### src/hdl/sfr_pkg.sv
// shared widths, AHB codes and register map; only 16 bits per register are implemented, upper read bits are zero
package sfr_pkg;

  // ------------------------------------------------------------------
  // bus widths
  // ------------------------------------------------------------------
  localparam int unsigned ADDR_W    = 12;   // register address space, 4 KB
  localparam int unsigned BUS_W     = 32;   // AHB data bus
  localparam int unsigned SFR_W     = 16;   // implemented bits per register
  localparam int unsigned NUM_LANES = 4;    // byte lanes per bus word

  // AHB transfer codes, bit 1 set means an active transfer
  localparam logic [1:0] HTRANS_NONSEQ = 2'b10;
  localparam logic [1:0] HTRANS_SEQ    = 2'b11;

  // transfer sizes handled by the strobe decode
  localparam logic [2:0] HSIZE_BYTE = 3'b000;
  localparam logic [2:0] HSIZE_HALF = 3'b001;
  localparam logic [2:0] HSIZE_WORD = 3'b010;

  // ------------------------------------------------------------------
  // register map, bank base addresses, 4 bytes per register
  // ------------------------------------------------------------------
  localparam logic [ADDR_W-1:0] CR_OFFSET = 12'h010;  // control, read/write
  localparam logic [ADDR_W-1:0] SR_OFFSET = 12'h020;  // status, read only
  localparam logic [ADDR_W-1:0] FR_OFFSET = 12'h028;  // sticky flags, write 1 to clear
  localparam logic [ADDR_W-1:0] AR_OFFSET = 12'h030;  // action, keyed pulse

  // write data seen either as one word or as four byte lanes
  typedef union packed {
    logic [BUS_W-1:0]                word;   // key compare
    logic [NUM_LANES-1:0][7:0]       lanes;  // strobed lane writes
  } sfr_word_u;

endpackage

### src/hdl/reg_bus_if.sv
// data-phase register access, valid for one cycle per transfer; no handshake, banks must complete at once
`timescale 1ns/1ps

interface reg_bus_if;
  import sfr_pkg::*;

  logic [ADDR_W-1:0]    addr;         // registered address of the access
  logic                 read_en;      // read in data phase
  logic                 write_en;     // write in data phase, already lock gated
  logic [NUM_LANES-1:0] byte_strobe;  // lanes touched by the transfer
  sfr_word_u            wdata;        // hwdata of the data phase

  // front end drives everything
  modport frontend (
    output addr, read_en, write_en, byte_strobe, wdata
  );

  // register banks only look
  modport bank (
    input  addr, read_en, write_en, byte_strobe, wdata
  );

endinterface

### src/hdl/ahb_reg_frontend.sv
// AHB-Lite slave capture only; always ready, no error response, sizes above a word are treated as a word
`timescale 1ns/1ps

module ahb_reg_frontend (
  input  logic                       hclk,
  input  logic                       hresetn,
  input  logic                       hsel,
  input  logic [sfr_pkg::ADDR_W-1:0] haddr,
  input  logic [1:0]                 htrans,
  input  logic [2:0]                 hsize,
  input  logic                       hwrite,
  input  logic                       hready,
  input  logic [sfr_pkg::BUS_W-1:0]  hwdata,
  input  logic                       lock,
  reg_bus_if.frontend                bus
);
  import sfr_pkg::*;

  logic                 trans_active;  // NONSEQ or SEQ on htrans
  logic                 trans_req;     // address phase accepted this edge
  logic                 rd_req;
  logic                 wr_req;
  logic                 upd_rd;        // reload read enable
  logic                 upd_wr;        // reload write enable
  logic [ADDR_W-1:0]    addr_q;
  logic                 read_en_q;
  logic                 write_en_q;
  logic [NUM_LANES-1:0] strobe_nxt;
  logic [NUM_LANES-1:0] strobe_q;

  // ------------------------------------------------------------------
  // address phase
  // ------------------------------------------------------------------
  assign trans_active = (htrans == HTRANS_NONSEQ) || (htrans == HTRANS_SEQ);
  assign trans_req    = hsel & hready & trans_active;
  assign rd_req       = trans_req & ~hwrite;
  assign wr_req       = trans_req &  hwrite;

  // a pending enable only drops once the data phase ends with hready
  assign upd_rd = rd_req | (read_en_q  & hready);
  assign upd_wr = wr_req | (write_en_q & hready);

  // size and low address bits select the lanes
  always_comb
  begin
    case (hsize)
      HSIZE_BYTE: strobe_nxt = NUM_LANES'(1) << haddr[1:0];     // one lane
      HSIZE_HALF: strobe_nxt = haddr[1] ? 4'b1100 : 4'b0011;    // upper or lower half
      HSIZE_WORD: strobe_nxt = '1;
      default:    strobe_nxt = '1;                              // no wider data path
    endcase
  end

  // ------------------------------------------------------------------
  // data phase registers
  // ------------------------------------------------------------------
  always_ff @(posedge hclk or negedge hresetn)
  begin
    if (!hresetn)
    begin
      read_en_q  <= 1'b0;
      write_en_q <= 1'b0;
      strobe_q   <= '0;
    end
    else
    begin
      if (upd_rd)
        read_en_q <= rd_req;
      if (upd_wr)
        write_en_q <= wr_req;
      if (upd_rd | upd_wr)
        strobe_q <= strobe_nxt;    // held while hready is low
    end
  end

  // address taken only on an accepted transfer
  always_ff @(posedge hclk)
  begin
    if (trans_req)
      addr_q <= haddr;
  end

  // ------------------------------------------------------------------
  // register bus
  // ------------------------------------------------------------------
  assign bus.addr        = addr_q;
  assign bus.read_en     = read_en_q;
  assign bus.write_en    = write_en_q & ~lock;   // lock blocks writes, reads go on
  assign bus.byte_strobe = strobe_q;
  assign bus.wdata.word  = hwdata;               // data phase word, decoded by the banks

endmodule

### src/hdl/sfr_block_top.sv
// SFR block with a plain AHB-Lite slave port; always OKAY with no wait states, 12-bit address decode only
`timescale 1ns/1ps

module sfr_block_top #(
  parameter int unsigned               CR_COUNT   = 2,
  parameter int unsigned               FLAG_COUNT = 2,
  parameter logic [sfr_pkg::SFR_W-1:0] CR_RESET   = 16'h00ff,
  parameter logic [sfr_pkg::SFR_W-1:0] ACTION_KEY = 16'h0032
) (
  input  logic                                        hclk,
  input  logic                                        hresetn,
  // AHB-Lite slave
  input  logic                                        hsel,
  input  logic [sfr_pkg::ADDR_W-1:0]                  haddr,
  input  logic [1:0]                                  htrans,
  input  logic [2:0]                                  hsize,
  input  logic                                        hwrite,
  input  logic                                        hready,
  input  logic [sfr_pkg::BUS_W-1:0]                   hwdata,
  output logic [sfr_pkg::BUS_W-1:0]                   hrdata,
  output logic                                        hreadyout,
  output logic                                        hresp,
  // register side
  input  logic                                        lock,
  input  logic [FLAG_COUNT-1:0][sfr_pkg::SFR_W-1:0]   status,
  input  logic [FLAG_COUNT-1:0][sfr_pkg::SFR_W-1:0]   events,
  output logic [CR_COUNT-1:0][sfr_pkg::SFR_W-1:0]     ctrl,
  output logic [FLAG_COUNT-1:0][sfr_pkg::SFR_W-1:0]   flags,
  output logic                                        action_pulse
);
  import sfr_pkg::*;

  logic [BUS_W-1:0] cr_rdata;   // control bank, zero when not addressed
  logic [BUS_W-1:0] sf_rdata;   // status and flag bank

  reg_bus_if reg_bus ();

  // ------------------------------------------------------------------
  // AHB front end
  // ------------------------------------------------------------------
  ahb_reg_frontend u_frontend (
    .hclk    (hclk),
    .hresetn (hresetn),
    .hsel    (hsel),
    .haddr   (haddr),
    .htrans  (htrans),
    .hsize   (hsize),
    .hwrite  (hwrite),
    .hready  (hready),
    .hwdata  (hwdata),
    .lock    (lock),
    .bus     (reg_bus.frontend)
  );

  // ------------------------------------------------------------------
  // register banks
  // ------------------------------------------------------------------
  sfr_control_regs #(
    .CR_COUNT   (CR_COUNT),
    .CR_RESET   (CR_RESET),
    .ACTION_KEY (ACTION_KEY)
  ) u_ctrl (
    .hclk         (hclk),
    .hresetn      (hresetn),
    .bus          (reg_bus.bank),
    .ctrl         (ctrl),
    .action_pulse (action_pulse),
    .rdata        (cr_rdata)
  );

  sfr_status_flags #(
    .FLAG_COUNT (FLAG_COUNT)
  ) u_flags (
    .hclk    (hclk),
    .hresetn (hresetn),
    .bus     (reg_bus.bank),
    .status  (status),
    .events  (events),
    .flags   (flags),
    .rdata   (sf_rdata)
  );

  // banks return zero unless hit, so an OR merges them
  assign hrdata    = cr_rdata | sf_rdata;
  assign hreadyout = 1'b1;   // no wait states
  assign hresp     = 1'b0;   // always OKAY

endmodule

### src/hdl/sfr_control_regs.sv
// control bank plus keyed action register; only the low SFR_W bits exist, the key needs a full-word write
`timescale 1ns/1ps

module sfr_control_regs #(
  parameter int unsigned                CR_COUNT   = 2,
  parameter logic [sfr_pkg::SFR_W-1:0]  CR_RESET   = 16'h00ff,
  parameter logic [sfr_pkg::SFR_W-1:0]  ACTION_KEY = 16'h0032
) (
  input  logic                                      hclk,
  input  logic                                      hresetn,
  reg_bus_if.bank                                   bus,
  output logic [CR_COUNT-1:0][sfr_pkg::SFR_W-1:0]   ctrl,
  output logic                                      action_pulse,
  output logic [sfr_pkg::BUS_W-1:0]                 rdata
);
  import sfr_pkg::*;

  logic [CR_COUNT-1:0] cr_hit;     // one per control register
  logic                ar_hit;
  logic                key_write;  // full word write of the key to AR

  // ------------------------------------------------------------------
  // control registers
  // ------------------------------------------------------------------
  for (genvar i = 0; i < CR_COUNT; i++)
  begin : g_cr
    // word decode, the low address bits only pick the lane
    assign cr_hit[i] = ((bus.addr >> 2) == (ADDR_W'(CR_OFFSET + 4 * i) >> 2));

    always_ff @(posedge hclk or negedge hresetn)
    begin
      if (!hresetn)
        ctrl[i] <= CR_RESET;
      else if (bus.write_en && cr_hit[i])
      begin
        for (int l = 0; l < SFR_W / 8; l++)
        begin
          if (bus.byte_strobe[l])
            ctrl[i][l*8 +: 8] <= bus.wdata.lanes[l];  // untouched lanes keep their value
        end
      end
    end
  end

  // readback, zero above SFR_W; AR always reads 0
  always_comb
  begin
    rdata = '0;
    for (int i = 0; i < CR_COUNT; i++)
    begin
      if (bus.read_en && cr_hit[i])
        rdata = rdata | BUS_W'(ctrl[i]);
    end
  end

  // ------------------------------------------------------------------
  // action register
  // ------------------------------------------------------------------
  assign ar_hit    = ((bus.addr >> 2) == (AR_OFFSET >> 2));
  assign key_write = bus.write_en && ar_hit && (bus.byte_strobe == '1)
                     && (bus.wdata.word == BUS_W'(ACTION_KEY));

  // one cycle after the data phase; a repeated held write cannot stretch it
  always_ff @(posedge hclk or negedge hresetn)
  begin
    if (!hresetn)
      action_pulse <= 1'b0;
    else
      action_pulse <= key_write & ~action_pulse;
  end

endmodule

### src/hdl/sfr_status_flags.sv
// status readback and write-1-to-clear flags; events are sampled every edge, a clear beats an event in the same cycle
`timescale 1ns/1ps

module sfr_status_flags #(
  parameter int unsigned FLAG_COUNT = 2
) (
  input  logic                                        hclk,
  input  logic                                        hresetn,
  reg_bus_if.bank                                     bus,
  input  logic [FLAG_COUNT-1:0][sfr_pkg::SFR_W-1:0]   status,
  input  logic [FLAG_COUNT-1:0][sfr_pkg::SFR_W-1:0]   events,
  output logic [FLAG_COUNT-1:0][sfr_pkg::SFR_W-1:0]   flags,
  output logic [sfr_pkg::BUS_W-1:0]                   rdata
);
  import sfr_pkg::*;

  logic [FLAG_COUNT-1:0]             sr_hit;    // status register selected
  logic [FLAG_COUNT-1:0]             fr_hit;    // flag register selected
  logic [FLAG_COUNT-1:0][SFR_W-1:0]  clr_mask;  // bits written as 1 this cycle

  // ------------------------------------------------------------------
  // address decode and clear mask
  // ------------------------------------------------------------------
  for (genvar i = 0; i < FLAG_COUNT; i++)
  begin : g_flag
    // word decode, the low address bits only pick the lane
    assign sr_hit[i] = ((bus.addr >> 2) == (ADDR_W'(SR_OFFSET + 4 * i) >> 2));
    assign fr_hit[i] = ((bus.addr >> 2) == (ADDR_W'(FR_OFFSET + 4 * i) >> 2));

    // only strobed lanes may clear
    for (genvar l = 0; l < SFR_W / 8; l++)
    begin : g_lane
      assign clr_mask[i][l*8 +: 8] =
        (bus.write_en && fr_hit[i] && bus.byte_strobe[l]) ? bus.wdata.lanes[l] : 8'h00;
    end

    // sticky bits, set by events and cleared by software
    always_ff @(posedge hclk or negedge hresetn)
    begin
      if (!hresetn)
        flags[i] <= '0;
      else
        flags[i] <= (flags[i] | events[i]) & ~clr_mask[i];
    end
  end

  // ------------------------------------------------------------------
  // readback
  // ------------------------------------------------------------------
  always_comb
  begin
    rdata = '0;
    for (int i = 0; i < FLAG_COUNT; i++)
    begin
      if (bus.read_en && sr_hit[i])
        rdata = rdata | BUS_W'(status[i]);   // live input, not sampled
      if (bus.read_en && fr_hit[i])
        rdata = rdata | BUS_W'(flags[i]);
    end
  end

endmodule

### config.mk
export PLATFORM = sky130hd
export DESIGN_NAME = sfr_block_top
export DESIGN_NICKNAME = d
export VERILOG_FILES = /design/src/hdl/sfr_pkg.sv /design/src/hdl/reg_bus_if.sv /design/src/hdl/ahb_reg_frontend.sv /design/src/hdl/sfr_block_top.sv /design/src/hdl/sfr_control_regs.sv /design/src/hdl/sfr_status_flags.sv
export SDC_FILE = /design/constraint.sdc
export NUM_CORES = 1
export LEC_CHECK = 0
export ABC_AREA = 1
export ABC_CLOCK_PERIOD_IN_PS = 3200
export BUFFER_PORTS_ARGS = -buffer_cell sky130_fd_sc_hd__buf_4
export CAP_MARGIN = 40
export CORE_MARGIN = 4
export CORE_UTILIZATION = 51
export CTS_CLUSTER_SIZE = 8
export DETAILED_ROUTE_END_ITERATION = 7
export GPL_TIMING_DRIVEN = 1
export PLACE_DENSITY = 0.87
export SETUP_SLACK_MARGIN = 0.02
export SLEW_MARGIN = 25
export SYNTH_ARGS = -nofsm -noshare
export SYNTH_HDL_FRONTEND = slang
export SYNTH_SLANG_ARGS = --single-unit
### constraint.sdc
create_clock -name hclk -period 3.2 [get_ports hclk]
set_input_delay 0.64 -clock hclk [delete_from_list [all_inputs] [get_ports hclk]]
set_output_delay 0.64 -clock hclk [all_outputs]
set_load 0.1 [all_outputs]
==> out/summary.md, run 1 <==
Cell chosen for the clock root: sky130_fd_sc_hd__clkbuf_8. Of all nets on the critical path, the largest fanout is 12. The tools report the top achievable clock speed as 325 MHz.

The run gives 29 as the number of unique standard cell types used by synthesis. Largest family of logic cells by synthesized area: simple AND/OR/NAND/NOR gates. The share of synthesized flip-flops with an asynchronous set or reset is 87.7%, and the maximum number of buffers from clock root to sink is 2. End of the worst register-to-register path: u_ctrl.ctrl[29]$_DFFE_PN0P_.

Hold repair after CTS inserted 0 buffers. The boundary pin count was 218; the met1 usage was 36.4%. The required time of the critical path is 2.56 ns, and the number of flops mapped to enable cells by yosys is 10.

The global-route wire length before repair came out at 23700 µm. In this run the critical register-to-register path is launched from u_frontend.bus.addr[5]$_DFFE_PP_. Cells with a size suffix above 1 make up 35.4% of the layout. For the final instance area, the log shows 0.00626 mm². The core footprint is 0.00868 mm².

Wire length per cell: 16.9 µm. After Yosys synthesis, and, or, nand and nor cells account for 35.2% of the synthesized area. Static leakage power: 3.23 nW. Wires add up to 15200 µm. For the worst flop-to-flop path, the logic depth is 6. After clock tree synthesis, the clock-pin slew on the worst setup and hold paths is 0.08 ns. Measured against the total synthesized area, the mux share comes to 0%.

IR analysis of the VDD net gives a maximum drop of 223 µV. The number of instances in the synthesized netlist came out at 588. Global routing used 7.24% of the available met3 tracks. The logs give 286 for the DRC violation total after the first TritonRoute iteration and 905 for the final-stage net count. After Yosys synthesis, full adders, half adders and majority gates account for 0% of the synthesized area. Compared with the post-synthesis result, the final layout area differs by 38.0%. The most numerous cell in the Yosys netlist was sky130_fd_sc_hd__nor2_1.

Power spread over the standard cell area amounts to 340 mW/mm². The tools report the clock latency at the later pin of the worst-skew pair as 0.35 ns. The run gives 0 as the number of violations of the max-capacitance limit. The largest net degree at the start of global routing was 39; the mean cell area of the mapped netlist was 7.72 µm².

Startpoint type of the worst setup path: a flop. The via density per instance came out at 5.36. The mapped netlist covers 0.00454 mm². The kind of critical path is reg -> out.

The worst register-to-register path has a setup slack of 1.00 ns. The run finished with clean final reports. Global-route total usage across every layer: 29.3%. The hold violation count in the final report was 0; the fraction of synthesized cell area in xor and xnor cells was 0%. Measured along the x axis, the die boundary spans 102 µm. Number of gates resized after cts: 0. The worst clock skew on the final layout came out at 0.0112 ns.

The initial standard-cell utilization of the core was 52.3%; the total die area was 0.0105 mm². The compound-cell area share of the yosys netlist came out at 7.75%. Setup violations remaining at the end of the flow were counted as 0. The number of antenna violations at the first check in global routing was 0. The die is 102 µm tall.

The path class of the tightest hold or removal check is in -> async. In this run the cell area measured after placement is 0.00607 mm². Setup repair after global routing left no endpoint under its margin. TritonCTS built the clock tree. For the final routed database, the setup TNS stands at 0 ns. The count of H-tree levels built during CTS is 3, and the post-DP HPWL is 11500 µm. In this run the most used layer during global routing was met2.

For this run the aggregate overflow at the end of global routing stands at 0. The remaining routing DRC violations was 0; the portion of the post-synthesis area used by sequential elements was 46.2%. For the routing usage on met2, the log shows 50.5%.

The area share of the leading cell type in the synthesized netlist was 30.3%. For this run, the leading register cell type out of synthesis is sky130_fd_sc_hd__dfrtp_1. The detailed router placed 4819 vias in this run.

The logs give 5 for the iteration count of the initial detailed-routing pass and 2.44 ns for the endpoint arrival time on the critical path. The share of the cycle needed by the critical path after routing works out to 96.3%. The run gives 0 as the antenna violation net count after detailed routing.

The dominant cell type by area after synthesis is sky130_fd_sc_hd__dfrtp_1. The worst setup path is captured at an output port. The clock period could shrink to 3.08 ns.

In this run the tool buffered the top-level ports with 198 buffer cells. For the count of final max-slew check failures, the log shows 0. The tools report the number of placement rows as 34.

The post-synthesis sequential element count came out at 81. Counting instances in the post-synthesis netlist gives the leading cell types as sky130_fd_sc_hd__nor2_1 (144), sky130_fd_sc_hd__nand2_1 (95), sky130_fd_sc_hd__inv_1 (57), sky130_fd_sc_hd__dfrtp_1 (55), sky130_fd_sc_hd__nand3_1 (42). The via count of the first global-routing pass came out at 4758. The congestion estimate from routability-driven global placement came to 0.843. In the post-synthesis netlist, the biggest area contributors are sky130_fd_sc_hd__dfrtp_1 (30%), sky130_fd_sc_hd__nor2_1 (12%), sky130_fd_sc_hd__dfstp_2 (9.3%). The tools report the number of sinks on the clock net as 81. For the number of antenna cells inserted, the log shows 0. For this run, the number of Yosys warnings is 0.

Counting the buffers created by CTS gives 9. The number of setup buffers added after CTS is 0.
logic make-up after synthesis:
logic type / after synthesis
simple gates: 349
compound gates: 57
flops: 81
other cells: 2
buf+inv: 99
sequential cells by signal (all words and copies together), names as in the netlist:
signal	flops
u_frontend.bus.read_en	1
u_frontend.write_en_q	1
u_frontend.bus.byte_strobe	4
u_frontend.bus.addr	10
u_flags.flags	32
u_ctrl.action_pulse	1
u_ctrl.ctrl	32
worst max path at each step:
stage                                           from          to  cells after the start
floorplan           u_frontend.bus.addr[9]$_DFFE_PP_  hrdata[11]                      9
global placement    u_frontend.bus.addr[9]$_DFFE_PP_   hrdata[4]                      8
detailed placement  u_frontend.bus.addr[9]$_DFFE_PP_   hrdata[4]                      8
CTS                 u_frontend.bus.addr[9]$_DFFE_PP_   hrdata[4]                      8
global route        u_frontend.bus.addr[5]$_DFFE_PP_  hrdata[15]                      8
finish              u_frontend.bus.addr[5]$_DFFE_PP_  hrdata[15]                      8
worst max-delay path: stages, from the launching register on:
cell,delay [ns]
sky130_fd_sc_hd__edfxtp_1,0.51
sky130_fd_sc_hd__nor2_4,0.23
sky130_fd_sc_hd__nand2_2,0.10
sky130_fd_sc_hd__nor2_4,0.31
sky130_fd_sc_hd__nand3_1,0.31
sky130_fd_sc_hd__nor2_1,0.17
sky130_fd_sc_hd__nor2_1,0.07
sky130_fd_sc_hd__nand2_1,0.08
sky130_fd_sc_hd__buf_4,0.29
where the power goes:
group,total (mW),internal (mW),switching (mW)
clock,0.727,0.357,0.369
sequential,1.07,1.06,0.0164
combinational,0.327,0.113,0.213
placed cells by master (no fill, tap or decap):
master,synthesis,final
sky130_fd_sc_hd__a21oi_1,20,20
sky130_fd_sc_hd__a22oi_1,2,2
sky130_fd_sc_hd__and3_1,1,1
sky130_fd_sc_hd__buf_12,0,1
sky130_fd_sc_hd__buf_4,23,209
sky130_fd_sc_hd__bufinv_16,0,1
sky130_fd_sc_hd__clkbuf_1,2,3
sky130_fd_sc_hd__clkbuf_8,0,9
sky130_fd_sc_hd__clkinv_1,0,1
sky130_fd_sc_hd__clkinv_2,0,2
sky130_fd_sc_hd__conb_1,2,18
sky130_fd_sc_hd__dfrtp_1,55,55
sky130_fd_sc_hd__dfstp_2,16,16
sky130_fd_sc_hd__edfxtp_1,10,10
sky130_fd_sc_hd__inv_1,57,57
sky130_fd_sc_hd__inv_2,3,3
sky130_fd_sc_hd__nand2_1,95,95
sky130_fd_sc_hd__nand2_2,2,2
sky130_fd_sc_hd__nand3_1,42,41
sky130_fd_sc_hd__nand3_2,6,6
sky130_fd_sc_hd__nand3_4,0,1
sky130_fd_sc_hd__nand4_1,40,40
sky130_fd_sc_hd__nand4_2,3,3
sky130_fd_sc_hd__nor2_1,144,143
sky130_fd_sc_hd__nor2_2,2,3
sky130_fd_sc_hd__nor2_4,6,6
sky130_fd_sc_hd__nor3_1,7,6
sky130_fd_sc_hd__nor3_2,1,2
sky130_fd_sc_hd__o21ai_0,3,3
sky130_fd_sc_hd__o21ai_1,15,15
sky130_fd_sc_hd__o21ai_2,16,16
sky130_fd_sc_hd__o22ai_1,1,1
routing by layer:
metal / up-vias / wire length, µm
li1: 2273 / -
met1: 2233 / 5560
met2: 288 / 7720
met3: 25 / 1690
met4: 0 / 263
met5: - / 0
through the flow:
step | std cells | hold WS (ns) | total power, mW | setup slack (ns) | util [%]
after detailed placement | 883 | 0.484 | 1.42 | 0.461 | 70.0
final | 899 | 0.245 | 2.13 | 0.118 | 72.2
after floorplan | 604 | 0.344 | 1.27 | 0.639 | -
after global routing | 899 | 0.268 | 2.20 | 0.0555 | 72.2
after CTS | 899 | 0.254 | 2.13 | 0.0655 | 72.0
after global placement | 882 | 0.473 | 1.41 | 0.508 | 69.7
layout make-up:
cell class | instances | area, µm²
inverter | 60 | 225
timing repair buffer | 210 | 1590
tap | 108 | 135
clock inverter | 4 | 43.8
multi-input combinational | 424 | 2040
fill | 703 | 2410
sequential | 81 | 2100
clock buffer | 12 | 135
No activity file was read; power rests on OpenSTA's default activity.
==> run 2: changes to the inputs <==
--- a/config.mk
+++ b/config.mk
@@ -6,15 +6,16 @@
 export NUM_CORES = 1
 export LEC_CHECK = 0
 export ABC_AREA = 1
-export ABC_CLOCK_PERIOD_IN_PS = 3200
+export ABC_CLOCK_PERIOD_IN_PS = 2900
 export BUFFER_PORTS_ARGS = -buffer_cell sky130_fd_sc_hd__buf_4
 export CAP_MARGIN = 40
 export CORE_MARGIN = 4
-export CORE_UTILIZATION = 51
+export CORE_UTILIZATION = 47
 export CTS_CLUSTER_SIZE = 8
 export DETAILED_ROUTE_END_ITERATION = 7
 export GPL_TIMING_DRIVEN = 1
-export PLACE_DENSITY = 0.87
+export MAX_ROUTING_LAYER = met4
+export PLACE_DENSITY = 0.81
 export SETUP_SLACK_MARGIN = 0.02
 export SLEW_MARGIN = 25
 export SYNTH_ARGS = -nofsm -noshare
==> constraint.sdc (replaced) <==
create_clock -name hclk -period 2.9 [get_ports hclk]
set_input_delay 0.58 -clock hclk [delete_from_list [all_inputs] [get_ports hclk]]
set_output_delay 0.58 -clock hclk [all_outputs]
set_load 0.1 [all_outputs]
==> out/summary.md, run 2 (synthesis gave the netlist of run 1 again) <==
The logs give 2.40 mW (+13%) for the overall power consumption and 0.959 (+14%) for the final weighted congestion in routability-driven placement. In the finished design, the share of the clock period the worst path needs comes to 94.9%. TritonCTS built the clock tree. The logs give 0 (unchanged) for the remaining routing DRC violations and 24500 µm (+3.2%) for the global-route wire length before repair. Count of filler cells inserted in the layout: 766 (+9.0%). The end of the worst register-to-register path was u_ctrl.ctrl[22]$_DFFE_PN1P_.

The tools report the number of antenna cells inserted as 0 (unchanged). The tools report the end point of the critical path as hrdata[2]. The critical-path maximum fanout is 7 (-5), and the initial standard-cell utilization of the core is 48.7% (-3.6 points). The antenna violation net count after detailed routing was 0 (unchanged). The via count of the first global-routing pass is 4849 (+1.9%), and the final wirelength is 15700 µm (+2.8%).

Compared with the post-synthesis result, the final layout area differs by 41.6%. Worst hold path class: in -> async. The largest net degree at the start of global routing was 39 (unchanged). The number of antenna violations at the first check in global routing is 0 (unchanged).

The cell area power density came out at 373 mW/mm² (+9.8%). Post-CTS clock slew at the launch and capture registers of the worst setup and hold paths: 0.09 ns (about the same). The run gives 280 (-2.1%) as the DRC violation total after the first TritonRoute iteration. For this run, the top clock speed supported by timing is 364 MHz. The total die area was 0.0113 mm² (+7.8%); the vertical extent of the die was 106 µm (+3.8%). The tools report the worst clock skew on the final layout as 0.00894 ns (-0.00227 ns).

The fraction of final layout cells with drive strength greater than 1 came out at 36.8% (+1.4 points). The routed design could run at a clock period as short as 2.75 ns. The run finished with clean final reports. Required time of the critical path: 2.32 ns (-0.24 ns). The number of placement rows was 35 (+2.9%). The core occupancy in the finished layout was 68.9% (-3.3 points); the hold buffer count at CTS was 0 (unchanged). The final-stage net count came out at 913 (+0.88%). The logs give 2 (unchanged) for the maximum number of buffers from clock root to sink and 5 (unchanged) for the iteration count of the initial detailed-routing pass.

The hold violation count in the final report came out at 0 (unchanged). Tracing the worst setup path back leads to its startpoint at u_frontend.bus.addr[5]$_DFFE_PP_. Final-report setup violation count: 0 (unchanged).

The run gives 218 (unchanged) as the boundary pin count. The die outline width was 106 µm (+3.8%); the wire length per cell was 16.9 µm (-0.36%). The multi-input logic area was 0.00206 mm² (+1.1%); the number of sinks on the clock net was 81 (unchanged). The critical path in this run is classified as reg -> out. The library cell used most frequently in the layout, excluding fill and tap cells, is sky130_fd_sc_hd__buf_4. The logs give 4814 (-0.10%) for the total vias in the final route and 2.17 ns (-0.27 ns) for the endpoint arrival time on the critical path.

For the sequential cell area, the log shows 0.00210 mm² (unchanged). Number of port buffers: 198 (unchanged). STA classifies the critical path endpoint as an output port.

Number of violations of the max-capacitance limit: 0 (unchanged). The run gives 244 µV (+9.7%) as the maximum vdd drop. The via density per instance works out to 5.19 (-3.2%).

The worst register-to-register path begins at u_frontend.bus.addr[3]$_DFFE_PP_. Setup repair after global routing left no endpoint under its margin. The cell sitting at the root of the clock tree is a sky130_fd_sc_hd__clkbuf_8. Length in cells of the worst reg-to-reg path: 6 (unchanged). The worst-case register-to-register setup slack is 0.89 ns (-0.11 ns), and the total global routing overflow is 0 (unchanged). For the global-route total usage across every layer, the log shows 28.3% (-0.95 points).

The static leakage power is 3.30 nW (+2.0%). The run gives 11900 µm (+3.3%) as the post-DP HPWL. The worst setup path is launched from a flop.

The count of final max-slew check failures is 0 (unchanged). The top cell types in the final layout, fill and taps aside, are sky130_fd_sc_hd__buf_4 (211), sky130_fd_sc_hd__nor2_1 (142), sky130_fd_sc_hd__nand2_1 (95). The count of H-tree levels built during CTS is 3 (unchanged). For the clock latency at the later pin of the worst-skew pair, the log shows 0.36 ns (about the same). The run gives 0 ns (unchanged) as the sum of negative setup slack.

The tools report the core footprint as 0.00933 mm² (+7.5%). The CTS buffer count came out at 9 (unchanged).
[run 2: power breakdown]
group | switching, mW | leakage, nW | internal (mW)
clock network | 0.431 | 0.106 | 0.413
registers | 0.0193 | 0.840 | 1.17
logic | 0.237 | 2.35 | 0.128
[run 2: area by class of cell]
cell class                      count  share of cell area [%]
Sequential cell                    81                    32.6
Multi-Input combinational cell    424                    32.1
Timing Repair Buffer              218                    26.1
Inverter                           60                    3.50
Clock buffer                       12                    2.76
Tap cell                          129                    2.51
Clock inverter                      4                   0.370
[run 2: repair_timing]
action	4_1_cts	5_1_grt
buffers inserted	0	6
pin swaps	0	1
gates resized for setup	2	10
gates cloned	0	0
endpoints found under the setup margin	10	16
[run 2: stage by stage]
stage / cell area, µm² / std cells / worst slack, ns / hold slack (ns)
3_3_place_gp: 6090 / 905 / 0.365 / 0.471
4_1_cts: 6320 / 922 / 0.00178 / 0.185
6_report: 6430 / 928 / 0.149 / 0.169
3_5_place_dp: 6110 / 906 / 0.389 / 0.482
5_1_grt: 6430 / 928 / 0.0410 / 0.188
2_1_floorplan: 4600 / 604 / 0.399 / 0.284
[run 2: worst min path at each step]
stage                                     to  slack (ns)  depth (start not counted)
2_1_floorplan  u_ctrl.action_pulse$_DFF_PN0_        0.28                          0
3_5_place_dp      u_ctrl.ctrl[7]$_DFFE_PN1P_        0.48                          2
3_3_place_gp      u_ctrl.ctrl[5]$_DFFE_PN1P_        0.47                          2
5_1_grt           u_flags.flags[3]$_DFF_PN0_        0.19                          1
4_1_cts           u_flags.flags[3]$_DFF_PN0_        0.18                          1
6_report          u_flags.flags[3]$_DFF_PN0_        0.17                          1
[run 2: worst max-delay path, stage by stage, from the launching register on]
cell and delay, ns:
sky130_fd_sc_hd__edfxtp_1 0.48, sky130_fd_sc_hd__nor2_4 0.22, sky130_fd_sc_hd__nand2_2 0.10, sky130_fd_sc_hd__nor2_4 0.21
sky130_fd_sc_hd__buf_4 0.20, sky130_fd_sc_hd__nand4_1 0.09, sky130_fd_sc_hd__nand2_1 0.10, sky130_fd_sc_hd__nor2_1 0.04
sky130_fd_sc_hd__nand2_1 0.08, sky130_fd_sc_hd__buf_4 0.29
[run 2: layer usage]
layer / share of wire, % / GRT usage, %
met5: 0 / -
met4: 2.0 / 9.62
met3: 8.3 / 5.22
met2: 50 / 47.6
met1: 39 / 34.5
==> run 3: changes to the inputs <==
--- a/config.mk
+++ b/config.mk
@@ -6,16 +6,16 @@
 export NUM_CORES = 1
 export LEC_CHECK = 0
 export ABC_AREA = 1
-export ABC_CLOCK_PERIOD_IN_PS = 2900
+export ABC_CLOCK_PERIOD_IN_PS = 3500
 export BUFFER_PORTS_ARGS = -buffer_cell sky130_fd_sc_hd__buf_4
 export CAP_MARGIN = 40
 export CORE_MARGIN = 4
-export CORE_UTILIZATION = 47
+export CORE_UTILIZATION = 40
 export CTS_CLUSTER_SIZE = 8
 export DETAILED_ROUTE_END_ITERATION = 7
 export GPL_TIMING_DRIVEN = 1
 export MAX_ROUTING_LAYER = met4
-export PLACE_DENSITY = 0.81
+export PLACE_DENSITY = 0.71
 export SETUP_SLACK_MARGIN = 0.02
 export SLEW_MARGIN = 25
 export SYNTH_ARGS = -nofsm -noshare
==> constraint.sdc (replaced) <==
create_clock -name hclk -period 3.5 [get_ports hclk]
set_input_delay 0.7 -clock hclk [delete_from_list [all_inputs] [get_ports hclk]]
set_output_delay 0.7 -clock hclk [all_outputs]
set_load 0.1 [all_outputs]
==> out/summary.md, run 3 (synthesis gave the netlist of run 1 again) <==
For the top achievable clock speed, the log shows 313 MHz. The run gives 0.0110 mm² (+18%) as the core footprint. The wire length per cell is 16.7 µm (-1.1%).

The tools report the total vias in the final route as 4729 (-1.8%). The initial standard-cell utilization of the core is 41.3% (-7.3 points), and the number of port buffers is 198 (unchanged). For the number of sinks on the clock net, the log shows 81 (unchanged). The tools report the worst clock skew on the final layout as 0.0111 ns (+0.00216 ns). The number of placement rows came out at 38 (+8.6%). The share of the cycle needed by the critical path after routing is 91.3%. The antenna violation net count after detailed routing is 0 (unchanged). Leaving out fill and tap cells, the most frequent cell in the layout is sky130_fd_sc_hd__buf_4. The logs give 0 (unchanged) for the hold violation count in the final report and 0 (unchanged) for the hold buffer count at CTS.

The run finished with clean final reports. For the total global routing overflow, the log shows 0 (unchanged). Setup repair after global routing left no endpoint under its margin. Endpoint arrival time on the critical path: 2.50 ns (+0.33 ns). The final-stage net count is 903 (-1.1%). The remaining routing DRC violations came out at 0 (unchanged). The tightest min-delay check is of the in -> async type. The count of H-tree levels built during CTS is 3 (unchanged). The worst setup path is launched from a flop.

The CTS buffer count is 9 (unchanged). The clock latency at the later pin of the worst-skew pair came out at 0.33 ns (-0.03 ns). The run gives 41 (+5.1%) as the largest net degree at the start of global routing. The tools report the via count of the first global-routing pass as 4763 (-1.8%).

The number of antenna violations at the first check in global routing was 0 (unchanged); the final weighted congestion in routability-driven placement was 0.863 (-10%). The maximum vdd drop is 182 µV (-25%). The cell area power density came out at 352 mW/mm² (-5.6%). For the number of gates resized after cts, the log shows 0 (-2). Total placed cells including tap cells: 913 (+0.77%). The post-CTS clock slew at the launch and capture registers of the worst setup and hold paths was 0.06 ns (-0.03 ns); the DRC violation total after the first TritonRoute iteration was 211 (-25%). The run gives 0 (unchanged) as the number of antenna cells inserted. The maximum number of buffers from clock root to sink was 2 (unchanged); the final wirelength was 15500 µm (-1.0%).

The post-DP HPWL came out at 11600 µm (-2.2%). Leaving out fill and tap cells, the most frequent cells in the layout are sky130_fd_sc_hd__buf_4 (207), sky130_fd_sc_hd__nor2_1 (143), sky130_fd_sc_hd__nand2_1 (95). The post-synthesis to final-layout area growth is 41.1%, and the final critical-path required period is 3.20 ns.

For the global-route wire length before repair, the log shows 24300 µm (-0.68%). Clock tree synthesis selected as its root buffer the cell sky130_fd_sc_hd__clkbuf_16. The number of setup buffers added after CTS came out at 0 (unchanged).

The via density per instance was 5.09 (-1.9%). Kind of critical path: reg -> out. For the static leakage power, the log shows 3.28 nW (-0.56%). The fraction of final layout cells with drive strength greater than 1 came out at 35.4% (-1.4 points).

The die outline width is 115 µm (+7.8%), and the critical-path maximum fanout is 14 (+7). The iteration count of the initial detailed-routing pass is 5 (unchanged). Required time of the critical path: 2.80 ns (+0.48 ns). The vertical extent of the die was 115 µm (+7.8%). TritonCTS built the clock tree. The logs give 0 ns (unchanged) for the sum of negative setup slack and 0 (unchanged) for the number of violations of the max-capacitance limit. The tools report the boundary pin count as 218 (unchanged). The run gives 24.3% (-4.0 points) as the global-route total usage across every layer. The worst setup path is captured at an output port.

For the overall power consumption, the log shows 2.26 mW (-5.8%). The final instance count without filler cells was 929 (+0.11%); the count of final max-slew check failures was 0 (unchanged). The logs give 0.0131 mm² (+16%) for the total die area and 0 (unchanged) for the final-report setup violation count.
[run 3: worst paths after layout]
kind	start	to	slack, ns	cells past startpoint
setup / recovery	u_frontend.bus.addr[5]$_DFFE_PP_	hrdata[11]	0.30	8
hold / removal	hresetn	u_flags.flags[1]$_DFF_PN0_	0.31	1
setup reg to reg	u_frontend.bus.addr[7]$_DFFE_PP_	u_flags.flags[27]$_DFF_PN0_	1.39	8
hold reg to reg	u_ctrl.ctrl[6]$_DFFE_PN1P_	u_ctrl.ctrl[6]$_DFFE_PN1P_	0.49	2
max in group asynchronous	hresetn	u_ctrl.ctrl[0]$_DFFE_PN1P_	2.57	2
min in group hclk	u_ctrl.ctrl[6]$_DFFE_PN1P_	u_ctrl.ctrl[6]$_DFFE_PN1P_	0.49	2
[run 3: final cells by class]
type                    instances  area [µm²]
fillers                      1038        4580
flip-flops and latches         81        2100
multi-input cells             424        2030
repair buffers                208        1570
clock buffers                  12         258
inverters                      60         225
well taps                     140         175
clock inverters                 4        51.3
[run 3: worst max-delay path: stages (launching register included)]
cell and delay (ns):
sky130_fd_sc_hd__edfxtp_1 0.49, sky130_fd_sc_hd__nor2_4 0.23, sky130_fd_sc_hd__nand2_2 0.10, sky130_fd_sc_hd__nor2_4 0.33, sky130_fd_sc_hd__nand3_1 0.40, sky130_fd_sc_hd__nor2_1 0.19, sky130_fd_sc_hd__nor2_1 0.06, sky130_fd_sc_hd__nand2_1 0.06
sky130_fd_sc_hd__buf_4 0.28
[run 3: metrics by stage]
step | setup WS (ns) | cell area [µm²] | hold WS, ns | utilization, %
after global routing | 0.113 | 6410 | 0.330 | 58.3
after global placement | 0.638 | 6080 | 0.470 | 55.3
after floorplan | 0.879 | 4600 | 0.404 | -
after CTS | 0.290 | 6410 | 0.314 | 58.3
after detailed placement | 0.654 | 6100 | 0.480 | 55.5
final | 0.303 | 6410 | 0.306 | 58.3
[run 3: where the power goes]
part | internal [mW] | switching (mW) | total, mW
Sequential | 0.969 | 0.0175 | 0.986
Combinational | 0.103 | 0.191 | 0.295
Clock | 0.597 | 0.379 | 0.976
[run 3: layer usage]
metal / GRT usage [%] / vias up / wire length, µm / part of all wire (%)
li1: - / 2277 / - / -
met1: 31.3 / 2200 / 6350 / 41
met2: 39.3 / 233 / 7650 / 49
met3: 4.65 / 19 / 1280 / 8.2
met4: 6.57 / 0 / 232 / 1.5
met5: - / - / 0 / 0
